### src/verilog/chanalign_pkg.sv
package chanalign_pkg;

  typedef logic [7:0]  drp_addr_t;
  typedef logic [15:0] drp_data_t;
  typedef logic [5:0]  ltssm_t;

  typedef enum logic {
    mode_ts1,
    mode_fts
  } align_mode_t;

  typedef enum logic [2:0] {
    st_reset,
    st_write_ts1,
    st_wait_ts1,
    st_idle_ts1,
    st_write_fts,
    st_wait_fts,
    st_idle_fts
  } drp_state_t;

  localparam drp_addr_t align_first_addr = 8'h08;
  localparam drp_addr_t align_last_addr  = 8'h0B;

  // comma-detect words for addresses 8 to 11, in address order.
  localparam drp_data_t ts1_pattern [4] = '{16'hFC4A, 16'hDC4A, 16'hC04A, 16'h85BC};
  localparam drp_data_t fts_pattern [4] = '{16'hFD3C, 16'hC53C, 16'hFDBC, 16'h853C};

  localparam ltssm_t ltssm_polling_lo  = 6'h02;
  localparam ltssm_t ltssm_polling_hi  = 6'h0A;
  localparam ltssm_t ltssm_config_lo   = 6'h0B;
  localparam ltssm_t ltssm_config_hi   = 6'h15;
  localparam ltssm_t ltssm_l0          = 6'h16;
  localparam ltssm_t ltssm_recovery_lo = 6'h20;
  localparam ltssm_t ltssm_recovery_hi = 6'h2B;

endpackage

### src/verilog/align_mode_detect.sv
module align_mode_detect (
  input  logic                       drp_clk,
  input  logic                       reset,
  input  chanalign_pkg::ltssm_t      ltssm_state,
  output chanalign_pkg::align_mode_t align_mode
);

  import chanalign_pkg::*;

  logic in_polling;
  logic in_config;
  logic in_recovery;
  logic in_training;
  logic in_l0;

  function automatic logic code_in_range(ltssm_t code, ltssm_t lo, ltssm_t hi);
    return (code >= lo) && (code <= hi);
  endfunction

  always_comb begin
    in_polling  = code_in_range(ltssm_state, ltssm_polling_lo, ltssm_polling_hi);
    in_config   = code_in_range(ltssm_state, ltssm_config_lo, ltssm_config_hi);
    in_recovery = code_in_range(ltssm_state, ltssm_recovery_lo, ltssm_recovery_hi);
    in_training = in_polling || in_config || in_recovery;
    in_l0       = (ltssm_state == ltssm_l0);
  end

  // other codes keep the last mode, so short detours do not trigger a rewrite.
  always_ff @(posedge drp_clk) begin
    if (reset) begin
      align_mode <= mode_ts1;
    end else if (in_l0) begin
      align_mode <= mode_fts;
    end else if (in_training) begin
      align_mode <= mode_ts1;
    end
  end

endmodule

### src/verilog/drp_chanalign_sequencer.sv
module drp_chanalign_sequencer (
  input  logic                       drp_clk,
  input  logic                       reset,
  input  chanalign_pkg::align_mode_t align_mode,
  input  logic                       seq_drdy,
  output logic                       seq_den,
  output logic                       seq_dwe,
  output chanalign_pkg::drp_addr_t   seq_daddr,
  output chanalign_pkg::drp_data_t   seq_di,
  output chanalign_pkg::drp_state_t  drp_state,
  output logic                       seq_busy
);

  import chanalign_pkg::*;

  drp_state_t state;
  drp_state_t next_state;
  drp_addr_t  addr_cnt;
  drp_addr_t  next_addr;
  logic [1:0] pattern_idx;
  logic       last_addr;

  assign pattern_idx = 2'(addr_cnt - align_first_addr);
  assign last_addr   = (addr_cnt == align_last_addr);

  always_ff @(posedge drp_clk) begin
    if (reset) begin
      state    <= st_reset;
      addr_cnt <= align_first_addr;
    end else begin
      state    <= next_state;
      addr_cnt <= next_addr;
    end
  end

  always_comb begin
    next_state = state;
    next_addr  = addr_cnt;
    seq_den    = 1'b0;
    seq_dwe    = 1'b0;
    seq_di     = '0;
    case (state)
      st_reset: begin
        next_state = st_write_ts1;
        next_addr  = align_first_addr;
      end
      st_write_ts1: begin
        seq_den    = 1'b1; // a write state lasts one cycle, so den is a pulse.
        seq_dwe    = 1'b1;
        seq_di     = ts1_pattern[pattern_idx];
        next_state = st_wait_ts1;
      end
      st_wait_ts1: begin
        if (seq_drdy) begin
          if (last_addr) begin
            next_state = st_idle_ts1;
            next_addr  = align_first_addr;
          end else begin
            next_state = st_write_ts1;
            next_addr  = addr_cnt + 8'd1;
          end
        end
      end
      st_idle_ts1: begin
        if (align_mode == mode_fts) begin
          next_state = st_write_fts;
          next_addr  = align_first_addr;
        end
      end
      st_write_fts: begin
        seq_den    = 1'b1;
        seq_dwe    = 1'b1;
        seq_di     = fts_pattern[pattern_idx];
        next_state = st_wait_fts;
      end
      st_wait_fts: begin
        if (seq_drdy) begin
          if (last_addr) begin
            next_state = st_idle_fts;
            next_addr  = align_first_addr;
          end else begin
            next_state = st_write_fts;
            next_addr  = addr_cnt + 8'd1;
          end
        end
      end
      st_idle_fts: begin
        if (align_mode == mode_ts1) begin
          next_state = st_write_ts1;
          next_addr  = align_first_addr;
        end
      end
      default: begin
        next_state = st_reset;
      end
    endcase
  end

  assign seq_daddr = addr_cnt;
  assign drp_state = state;
  // a mode change seen mid-sequence is picked up here once the idle state is reached.
  assign seq_busy  = (state != st_idle_ts1) && (state != st_idle_fts);

endmodule

### src/verilog/drp_port_arbiter.sv
module drp_port_arbiter (
  input  logic                     drp_clk,
  input  logic                     reset,
  input  logic                     seq_den,
  input  logic                     seq_dwe,
  input  chanalign_pkg::drp_addr_t seq_daddr,
  input  chanalign_pkg::drp_data_t seq_di,
  output logic                     seq_drdy,
  input  logic                     user_den,
  input  logic                     user_dwe,
  input  chanalign_pkg::drp_addr_t user_daddr,
  input  chanalign_pkg::drp_data_t user_di,
  output chanalign_pkg::drp_data_t user_do,
  output logic                     user_drdy,
  output logic                     den,
  output logic                     dwe,
  output chanalign_pkg::drp_addr_t daddr,
  output chanalign_pkg::drp_data_t di,
  input  chanalign_pkg::drp_data_t dout,
  input  logic                     drdy
);

  import chanalign_pkg::*;

  logic      seq_pend;
  logic      seq_pend_dwe;
  drp_addr_t seq_pend_addr;
  drp_data_t seq_pend_data;
  logic      user_pend;
  logic      user_pend_dwe;
  drp_addr_t user_pend_addr;
  drp_data_t user_pend_data;
  logic      busy;
  logic      owner_user;
  logic      seq_req;
  logic      user_req;
  logic      issue;
  logic      grant_seq;
  logic      grant_user;

  assign seq_req    = seq_den || seq_pend;
  assign user_req   = user_den || user_pend;
  assign issue      = !busy && (seq_req || user_req);
  assign grant_seq  = issue && seq_req; // the sequencer has priority.
  assign grant_user = issue && !seq_req;

  // a live den is forwarded directly, otherwise the buffered copy is used.
  always_comb begin
    den   = issue;
    dwe   = 1'b0;
    daddr = '0;
    di    = '0;
    if (grant_seq) begin
      dwe   = seq_den ? seq_dwe : seq_pend_dwe;
      daddr = seq_den ? seq_daddr : seq_pend_addr;
      di    = seq_den ? seq_di : seq_pend_data;
    end else if (grant_user) begin
      dwe   = user_den ? user_dwe : user_pend_dwe;
      daddr = user_den ? user_daddr : user_pend_addr;
      di    = user_den ? user_di : user_pend_data;
    end
  end

  always_ff @(posedge drp_clk) begin
    if (reset) begin
      seq_pend   <= 1'b0;
      user_pend  <= 1'b0;
      busy       <= 1'b0;
      owner_user <= 1'b0;
    end else begin
      seq_pend  <= seq_req && !grant_seq;
      user_pend <= user_req && !grant_user;
      if (issue) begin
        busy       <= 1'b1;
        owner_user <= grant_user;
      end else if (drdy) begin
        busy <= 1'b0;
      end
    end
  end

  always_ff @(posedge drp_clk) begin
    if (seq_den) begin
      seq_pend_dwe  <= seq_dwe;
      seq_pend_addr <= seq_daddr;
      seq_pend_data <= seq_di;
    end
    if (user_den) begin
      user_pend_dwe  <= user_dwe;
      user_pend_addr <= user_daddr;
      user_pend_data <= user_di;
    end
  end

  assign seq_drdy  = drdy && busy && !owner_user;
  assign user_drdy = drdy && busy && owner_user;
  assign user_do   = dout;

endmodule

### src/verilog/gtx_chanalign_fix.sv
module gtx_chanalign_fix (
  input  logic                      drp_clk,
  input  logic                      reset,
  input  chanalign_pkg::ltssm_t     ltssm_state,
  input  logic                      user_den,
  input  logic                      user_dwe,
  input  chanalign_pkg::drp_addr_t  user_daddr,
  input  chanalign_pkg::drp_data_t  user_di,
  output chanalign_pkg::drp_data_t  user_do,
  output logic                      user_drdy,
  output logic                      den,
  output logic                      dwe,
  output chanalign_pkg::drp_addr_t  daddr,
  output chanalign_pkg::drp_data_t  di,
  input  chanalign_pkg::drp_data_t  dout,
  input  logic                      drdy,
  output chanalign_pkg::drp_state_t drp_state,
  output logic                      seq_busy
);

  import chanalign_pkg::*;

  align_mode_t align_mode;
  logic        seq_den;
  logic        seq_dwe;
  drp_addr_t   seq_daddr;
  drp_data_t   seq_di;
  logic        seq_drdy;

  align_mode_detect u_detect (
    .drp_clk     (drp_clk),
    .reset       (reset),
    .ltssm_state (ltssm_state),
    .align_mode  (align_mode)
  );

  drp_chanalign_sequencer u_sequencer (
    .drp_clk    (drp_clk),
    .reset      (reset),
    .align_mode (align_mode),
    .seq_drdy   (seq_drdy),
    .seq_den    (seq_den),
    .seq_dwe    (seq_dwe),
    .seq_daddr  (seq_daddr),
    .seq_di     (seq_di),
    .drp_state  (drp_state),
    .seq_busy   (seq_busy)
  );

  drp_port_arbiter u_arbiter (
    .drp_clk    (drp_clk),
    .reset      (reset),
    .seq_den    (seq_den),
    .seq_dwe    (seq_dwe),
    .seq_daddr  (seq_daddr),
    .seq_di     (seq_di),
    .seq_drdy   (seq_drdy),
    .user_den   (user_den),
    .user_dwe   (user_dwe),
    .user_daddr (user_daddr),
    .user_di    (user_di),
    .user_do    (user_do),
    .user_drdy  (user_drdy),
    .den        (den),
    .dwe        (dwe),
    .daddr      (daddr),
    .di         (di),
    .dout       (dout),
    .drdy       (drdy)
  );

endmodule

### config.mk
export PLATFORM = sky130hd
export DESIGN_NAME = gtx_chanalign_fix
export DESIGN_NICKNAME = d
export VERILOG_FILES = /design/src/verilog/chanalign_pkg.sv /design/src/verilog/align_mode_detect.sv /design/src/verilog/drp_chanalign_sequencer.sv /design/src/verilog/drp_port_arbiter.sv /design/src/verilog/gtx_chanalign_fix.sv
export SDC_FILE = /design/constraint.sdc
export NUM_CORES = 1
export LEC_CHECK = 0
export ABC_AREA = 1
export BUFFER_PORTS_ARGS = -buffer_cell sky130_fd_sc_hd__buf_2
export CORE_UTILIZATION = 45
export DETAILED_ROUTE_END_ITERATION = 16
export PLACE_DENSITY = 0.85
export SETUP_SLACK_MARGIN = 0.1
export SLEW_MARGIN = 15
export SYNTH_ARGS = -nofsm -noshare
export SYNTH_HDL_FRONTEND = slang
export SYNTH_SLANG_ARGS = --single-unit
### constraint.sdc
create_clock -name drp_clk -period 1.25 [get_ports drp_clk]
set_input_delay 0.125 -clock drp_clk [delete_from_list [all_inputs] [get_ports drp_clk]]
set_output_delay 0.125 -clock drp_clk [all_outputs]
set_load 0.01 [all_outputs]
; After elaboration in Yosys (flattened, before gate mapping)
; Index checks and enable logic that the tools add are counted.
[word_totals]
regBits = 66
out_inout_bits = 47
[op_classes]
add_sub_neg = 2
magnitude_cmp = 7
n_eq_ne = 15
n_mux = 36
n_bitwise = 1
n_reduce_logical = 30
[ops]
columns = operator, n
row1 = $mux W16, 8
row2 = $bmux W16 S2, 2
row3 = $mux W8, 8
row4 = $pmux W16 S2, 1
row5 = $pmux W8 S4, 1
row6 = $pmux W3 S7, 1
row7 = $logic_and A1 B1 Y1, 12
row8 = $mux W3, 4
row9 = $eq A3 B3 Y1 const B, 3
row10 = $mux W1, 9
row11 = $add A8 B1 Y8 const B, 1
row12 = $eq A8 B4 Y1 const B, 1
row13 = $ne A2 B2 Y1 const B, 4
row14 = $reduce_and A4 Y1, 2
row15 = $eq A3 B2 Y1 const B, 2
row16 = $eq A6 B5 Y1 const B, 1
row17 = $ge A6 B2 Y1 const B, 1
row18 = $ge A6 B4 Y1 const B, 1
row19 = $ge A6 B6 Y1 const B, 1
row20 = $le A6 B4 Y1 const B, 1
row21 = $le A6 B5 Y1 const B, 1
row22 = $le A6 B6 Y1 const B, 1
row23 = $logic_not A1 Y1, 5
row24 = $logic_or A1 B1 Y1, 5
row25 = other kinds (12), 15

; Longest topological paths before layout
[logic_depth]
ltp_word = 9
depth_mapped = 11
depth_no_buf = 9

; By module
; A second synthesis with hierarchy kept.
[unflattened]
hier_cells = 513
area_unflattened_um2 = 3557.2
[by_module_without_submodules]
columns = module, n_inst, cells_per_inst, area_per_inst_um2
row1 = drp_port_arbiter, 1, 333, 2393.5
row2 = drp_chanalign_sequencer, 1, 159, 1061.0
row3 = align_mode_detect, 1, 21, 102.6

; Worst setup path before layout
; No wires, ideal clock.
[synth_path]
kind = reg-to-output
from = reg u_sequencer.state[1] (netlist: u_sequencer.drp_state[1])
to = out daddr[0]
arrival_ps = 1359
slack_ps = -234
stages_incl_launch_ff = 10
path_buffers = 1
path_cell_list = dfxtp_1 > inv_2 > nand3_4 > nand2_8 > nor2_8 > nand3_4 > inv_6 > buf_12 > nand2_2 > nand2_1
[synth_via]
elab_chain_cells = 9
[synth_rtl]
columns = item, line_no
row1 = "start, declared", drp_chanalign_sequencer.sv:16  ; drp_state_t state;
row2 = "start signal, assigned", drp_chanalign_sequencer.sv:28  ; state <= st_reset;
row3 = "start signal, assigned", drp_chanalign_sequencer.sv:31  ; state <= next_state;
row4 = $eq A3 B1 Y1 / $eq A3 B3 Y1 (equally long branches), drp_chanalign_sequencer.sv:42  ; case (state)
row5 = $reduce_or A2 Y1 (no line) *, -
row6 = $mux W1 *, drp_chanalign_sequencer.sv:42
row7 = $logic_or A1 B1 Y1, drp_port_arbiter.sv:41  ; assign seq_req = seq_den || seq_pend;
row8 = $logic_or A1 B1 Y1, drp_port_arbiter.sv:43  ; assign issue = !busy && (seq_req || user_req);
row9 = $logic_and A1 B1 Y1, drp_port_arbiter.sv:43
row10 = $logic_and A1 B1 Y1, drp_port_arbiter.sv:45  ; assign grant_user = issue && !seq_req;
row11 = $mux W8, drp_port_arbiter.sv:57  ; end else if (grant_user) begin
row12 = $mux W8 *, drp_port_arbiter.sv:53  ; if (grant_seq) begin
row13 = "end, declared", gtx_chanalign_fix.sv:13  ; output chanalign_pkg::drp_addr_t daddr,
; Mark *: on every way between the ends. The rest lies on a longest branch, timed or not.

; Worst setup path in the final report
[layout_path]
from = reg u_sequencer.state[2] (netlist: u_sequencer.drp_state[2])
to = out di[8]
[layout_via]
elab_chain_cells = 9
[layout_rtl]
columns = item, line_no
row1 = $eq A3 B1 Y1 / $eq A3 B3 Y1 (equally long branches), drp_chanalign_sequencer.sv:42
row2 = $reduce_or A2 Y1 (no line), -
row3 = $mux W1, drp_chanalign_sequencer.sv:42
row4 = $logic_or A1 B1 Y1, drp_port_arbiter.sv:41
row5 = $logic_or A1 B1 Y1, drp_port_arbiter.sv:43
row6 = $logic_and A1 B1 Y1, drp_port_arbiter.sv:43
row7 = $logic_and A1 B1 Y1, drp_port_arbiter.sv:45
row8 = $mux W16, drp_port_arbiter.sv:57
row9 = $mux W16 *, drp_port_arbiter.sv:53
row10 = "end, declared", gtx_chanalign_fix.sv:14  ; output chanalign_pkg::drp_data_t di,
; Marks and branches as above.

==> impl_metrics.toml <==
[outcome]
status = "finished, violations left"
violations = "negative setup slack"

[floorplan]
die_y_um = 86.3
initial_core_util_pct = 46.8
ios = 98
fp.coreArea_mm2 = 0.00683
die-area_mm2 = 0.00745
die_w_um = 86.3
rows = 30

[timing]
finalCritPeriodShare_pct = 148
finalHoldViolations = 0
fin_ws_ns = -0.597
rsz0062_at_grt = "true"
tns_ns = -16.75
worstMarginPinSlew_ns = 0.268
skew_ns = 0.0102
max_slew_margin_pct = 82.0
fmax_mhz = 541
final_max_slew_viol_count = 0
holdWs_ns = 0.0274
finalCriticalPeriod_ns = 1.85
setup_viol = 40

[global_routing]
grt_overflow = 0
grt_pass1_vias = 2758
grt_pass1_wl_mm = 11.8
grt_usage_pct = 20.3
grt_start_max_net_pins = 25
antenna_found_initial = 0

[clocking]
clkTransAtPathRegs_ns = 0.08
insertion_delay_ns = 0.35
numCtsBuffers = 9
clock_path_buffers = 2
cts_tree = "yes"
cts_hold_buf = 0
htree_levels = 3
cts_root_buf = "clkbuf_8"
cts.sinks = 66

[setup_path]
start_kind = "register"
worstPathRequired_ns = 1.12
crit_fanout = 6
criticalPathCategory = "reg -> out"
cp_data_arrival_time_ns = 1.72
worstPathCellList = "inv_4 > nand3_4 > nand2_8 > nor2_8 > inv_2 > nand2_4 > inv_6 > clkbuf_16 > nand2_1 > nand2_2 > buf_2"
cp-end-kind = "primary output"
crit_path_top_delay_cell = "dfxtp_4"
cpPeakStageDelay_ns = 0.38

[detailed_routing]
vias_per_cell = 5.01
drc = 0
vias = 2949
ant_nets = 0
drt_iter0_markers = 124
wl_per_cell_um = 15.6
wirelength_mm = 9.20
dr.pass1.iters = 5

[logic_synthesis]
ys_ff_latch = 66
synth_cell_types = 32
synth_area_leaders = "dfxtp_1 (41%), nand2_1 (14%), mux2_2 (8.8%)"
synth_common_cells = "nand2_1 (121), dfxtp_1 (66), inv_1 (31)"
synth.largest_area_cell = "dfxtp_1"
syn_inst = 400
yosysMostFrequentCell = "nand2_1"
synth.top_cell.area_share_pct = 41.3
ys_warn_count = 0
synth.avg_cell_area_um2 = 8.00
synthFlopType = "dfxtp_1"
synth-edff-count = 0
yosysSeqAreaShare_pct = 41.3
async_reset_ff_share_pct = 0
synth_fp_nets = 455
netlist_area_mm2 = 0.00320

[final_layout]
fin_util_pct = 67.7
drive_gt1_share_pct = 57.6
fillers = 513
antenna_cells = 0
syn2layout_area_growth_pct = 44.6
finalNetCount = 544

[power]
p_per_area_mw_per_mm2 = 1680
max-vdd-ir-drop_v = 0.000863
cellLeakagePower_nw = 2.10

[job]
maxCapViolations = 0

[min_path]
hp-class = "in -> reg"

[placed_design]
port_buffers = 65
hpwl_mm = 5.01
routabilityCongestion = 0.767
## repair_timing
action                                  4_1_cts  5_1_grt
cloned                                        0        3
pin swaps                                     4       43
buffers inserted                              4        9
endpoints found under the setup margin       53       62
resized for setup                            39       98
## state kept, by name (all words and copies together), names as in the netlist
signal / count
u_arbiter.busy: 1
u_arbiter.owner_user: 1
u_arbiter.seq_pend: 1
u_arbiter.seq_pend_addr: 8
u_arbiter.seq_pend_data: 16
u_arbiter.seq_pend_dwe: 1
u_arbiter.user_pend: 1
u_arbiter.user_pend_addr: 8
u_arbiter.user_pend_data: 16
u_arbiter.user_pend_dwe: 1
u_detect.align_mode: 1
u_sequencer.drp_state: 3
u_sequencer.seq_daddr: 8
## power by group
group	switching, mW	internal [mW]	total, mW
registers	0.129	2.38	2.51
clock network	0.816	1.17	1.99
logic	1.78	1.50	3.28
total	2.73	5.05	7.78
## critical path, delay by kind of cell, from the launching register on
family / cells / cell delay (ns)
AND/OR/NAND/NOR: 6 / 0.54
buffers and inverters: 5 / 0.45
flip-flops: 1 / 0.38
## per-layer routing
layer	global-route usage [%]	vias to the layer above	share of wire, %
li1	-	1426	-
met1	23.4	1377	38
met2	36.0	113	54
met3	6.67	33	5.2
met4	5.15	0	2.9
met5	0	-	0
## logic make-up (layout without fill, tap and decap cells)
logic type	after synthesis	after routing	share of synthesized area, %
buffers and inverters	65	158	12.1
muxes	25	25	8.80
and+or+nand+nor	199	199	28.9
adders and majority gates	4	4	1.56
xor gates and xnor gates	1	1	0.274
DFF	66	66	41.3
AOI/OAI and AO/OA	40	40	7.04
## cell type report
class	count	area [µm²]	share of cell area, %
well taps	96	120	2.60
flip-flops and latches	66	1340	29.0
clock buffers	11	141	3.05
repair buffers	105	906	19.6
inverters	38	186	4.03
clock inverters	4	76.3	1.65
multi-input cells	269	1860	40.1
## worst paths after layout
path / end / from / slack [ns] / cells after the start
min: u_arbiter.user_pend_data[4] / user_di[4] / 0.03 / 2
min reg2reg: u_arbiter.seq_pend_data[9] / u_arbiter.seq_pend_data[9] / 0.45 / 2
max reg2reg: u_sequencer.seq_daddr[0] / u_sequencer.seq_daddr[1] / -0.30 / 10
max: di[8] / u_sequencer.drp_state[2] / -0.60 / 11
## cell usage in the layout, fill, tap and decap left out, types with 6 or more instances in the layout
master / instances
nand2_2: 68
nand2_1: 68
dfxtp_1: 59
buf_2: 43
buf_6: 34
inv_1: 26
mux2_2: 25
buf_4: 21
nor2_1: 20
o21ai_2: 14
clkbuf_8: 10
nand3_1: 9
inv_4: 7
nand2_4: 7
a21oi_1: 7
nand3_4: 6
o21ai_1: 6
## through the flow
| stage | total power [mW] | std cells | worst slack, ns | cell area, µm² |
|---|---|---|---|---|
| 2_1_floorplan | 4.12 | 400 | -0.115 | 3300 |
| 3_3_place_gp | 4.73 | 560 | -0.161 | 3770 |
| 3_5_place_dp | 4.79 | 560 | -0.182 | 3770 |
| 4_1_cts | 7.03 | 579 | -0.544 | 4160 |
| 5_1_grt | 8.13 | 589 | -0.672 | 4630 |
| 6_report | 7.78 | 589 | -0.597 | 4630 |
Note: power is estimated with default switching activity, not from simulation.
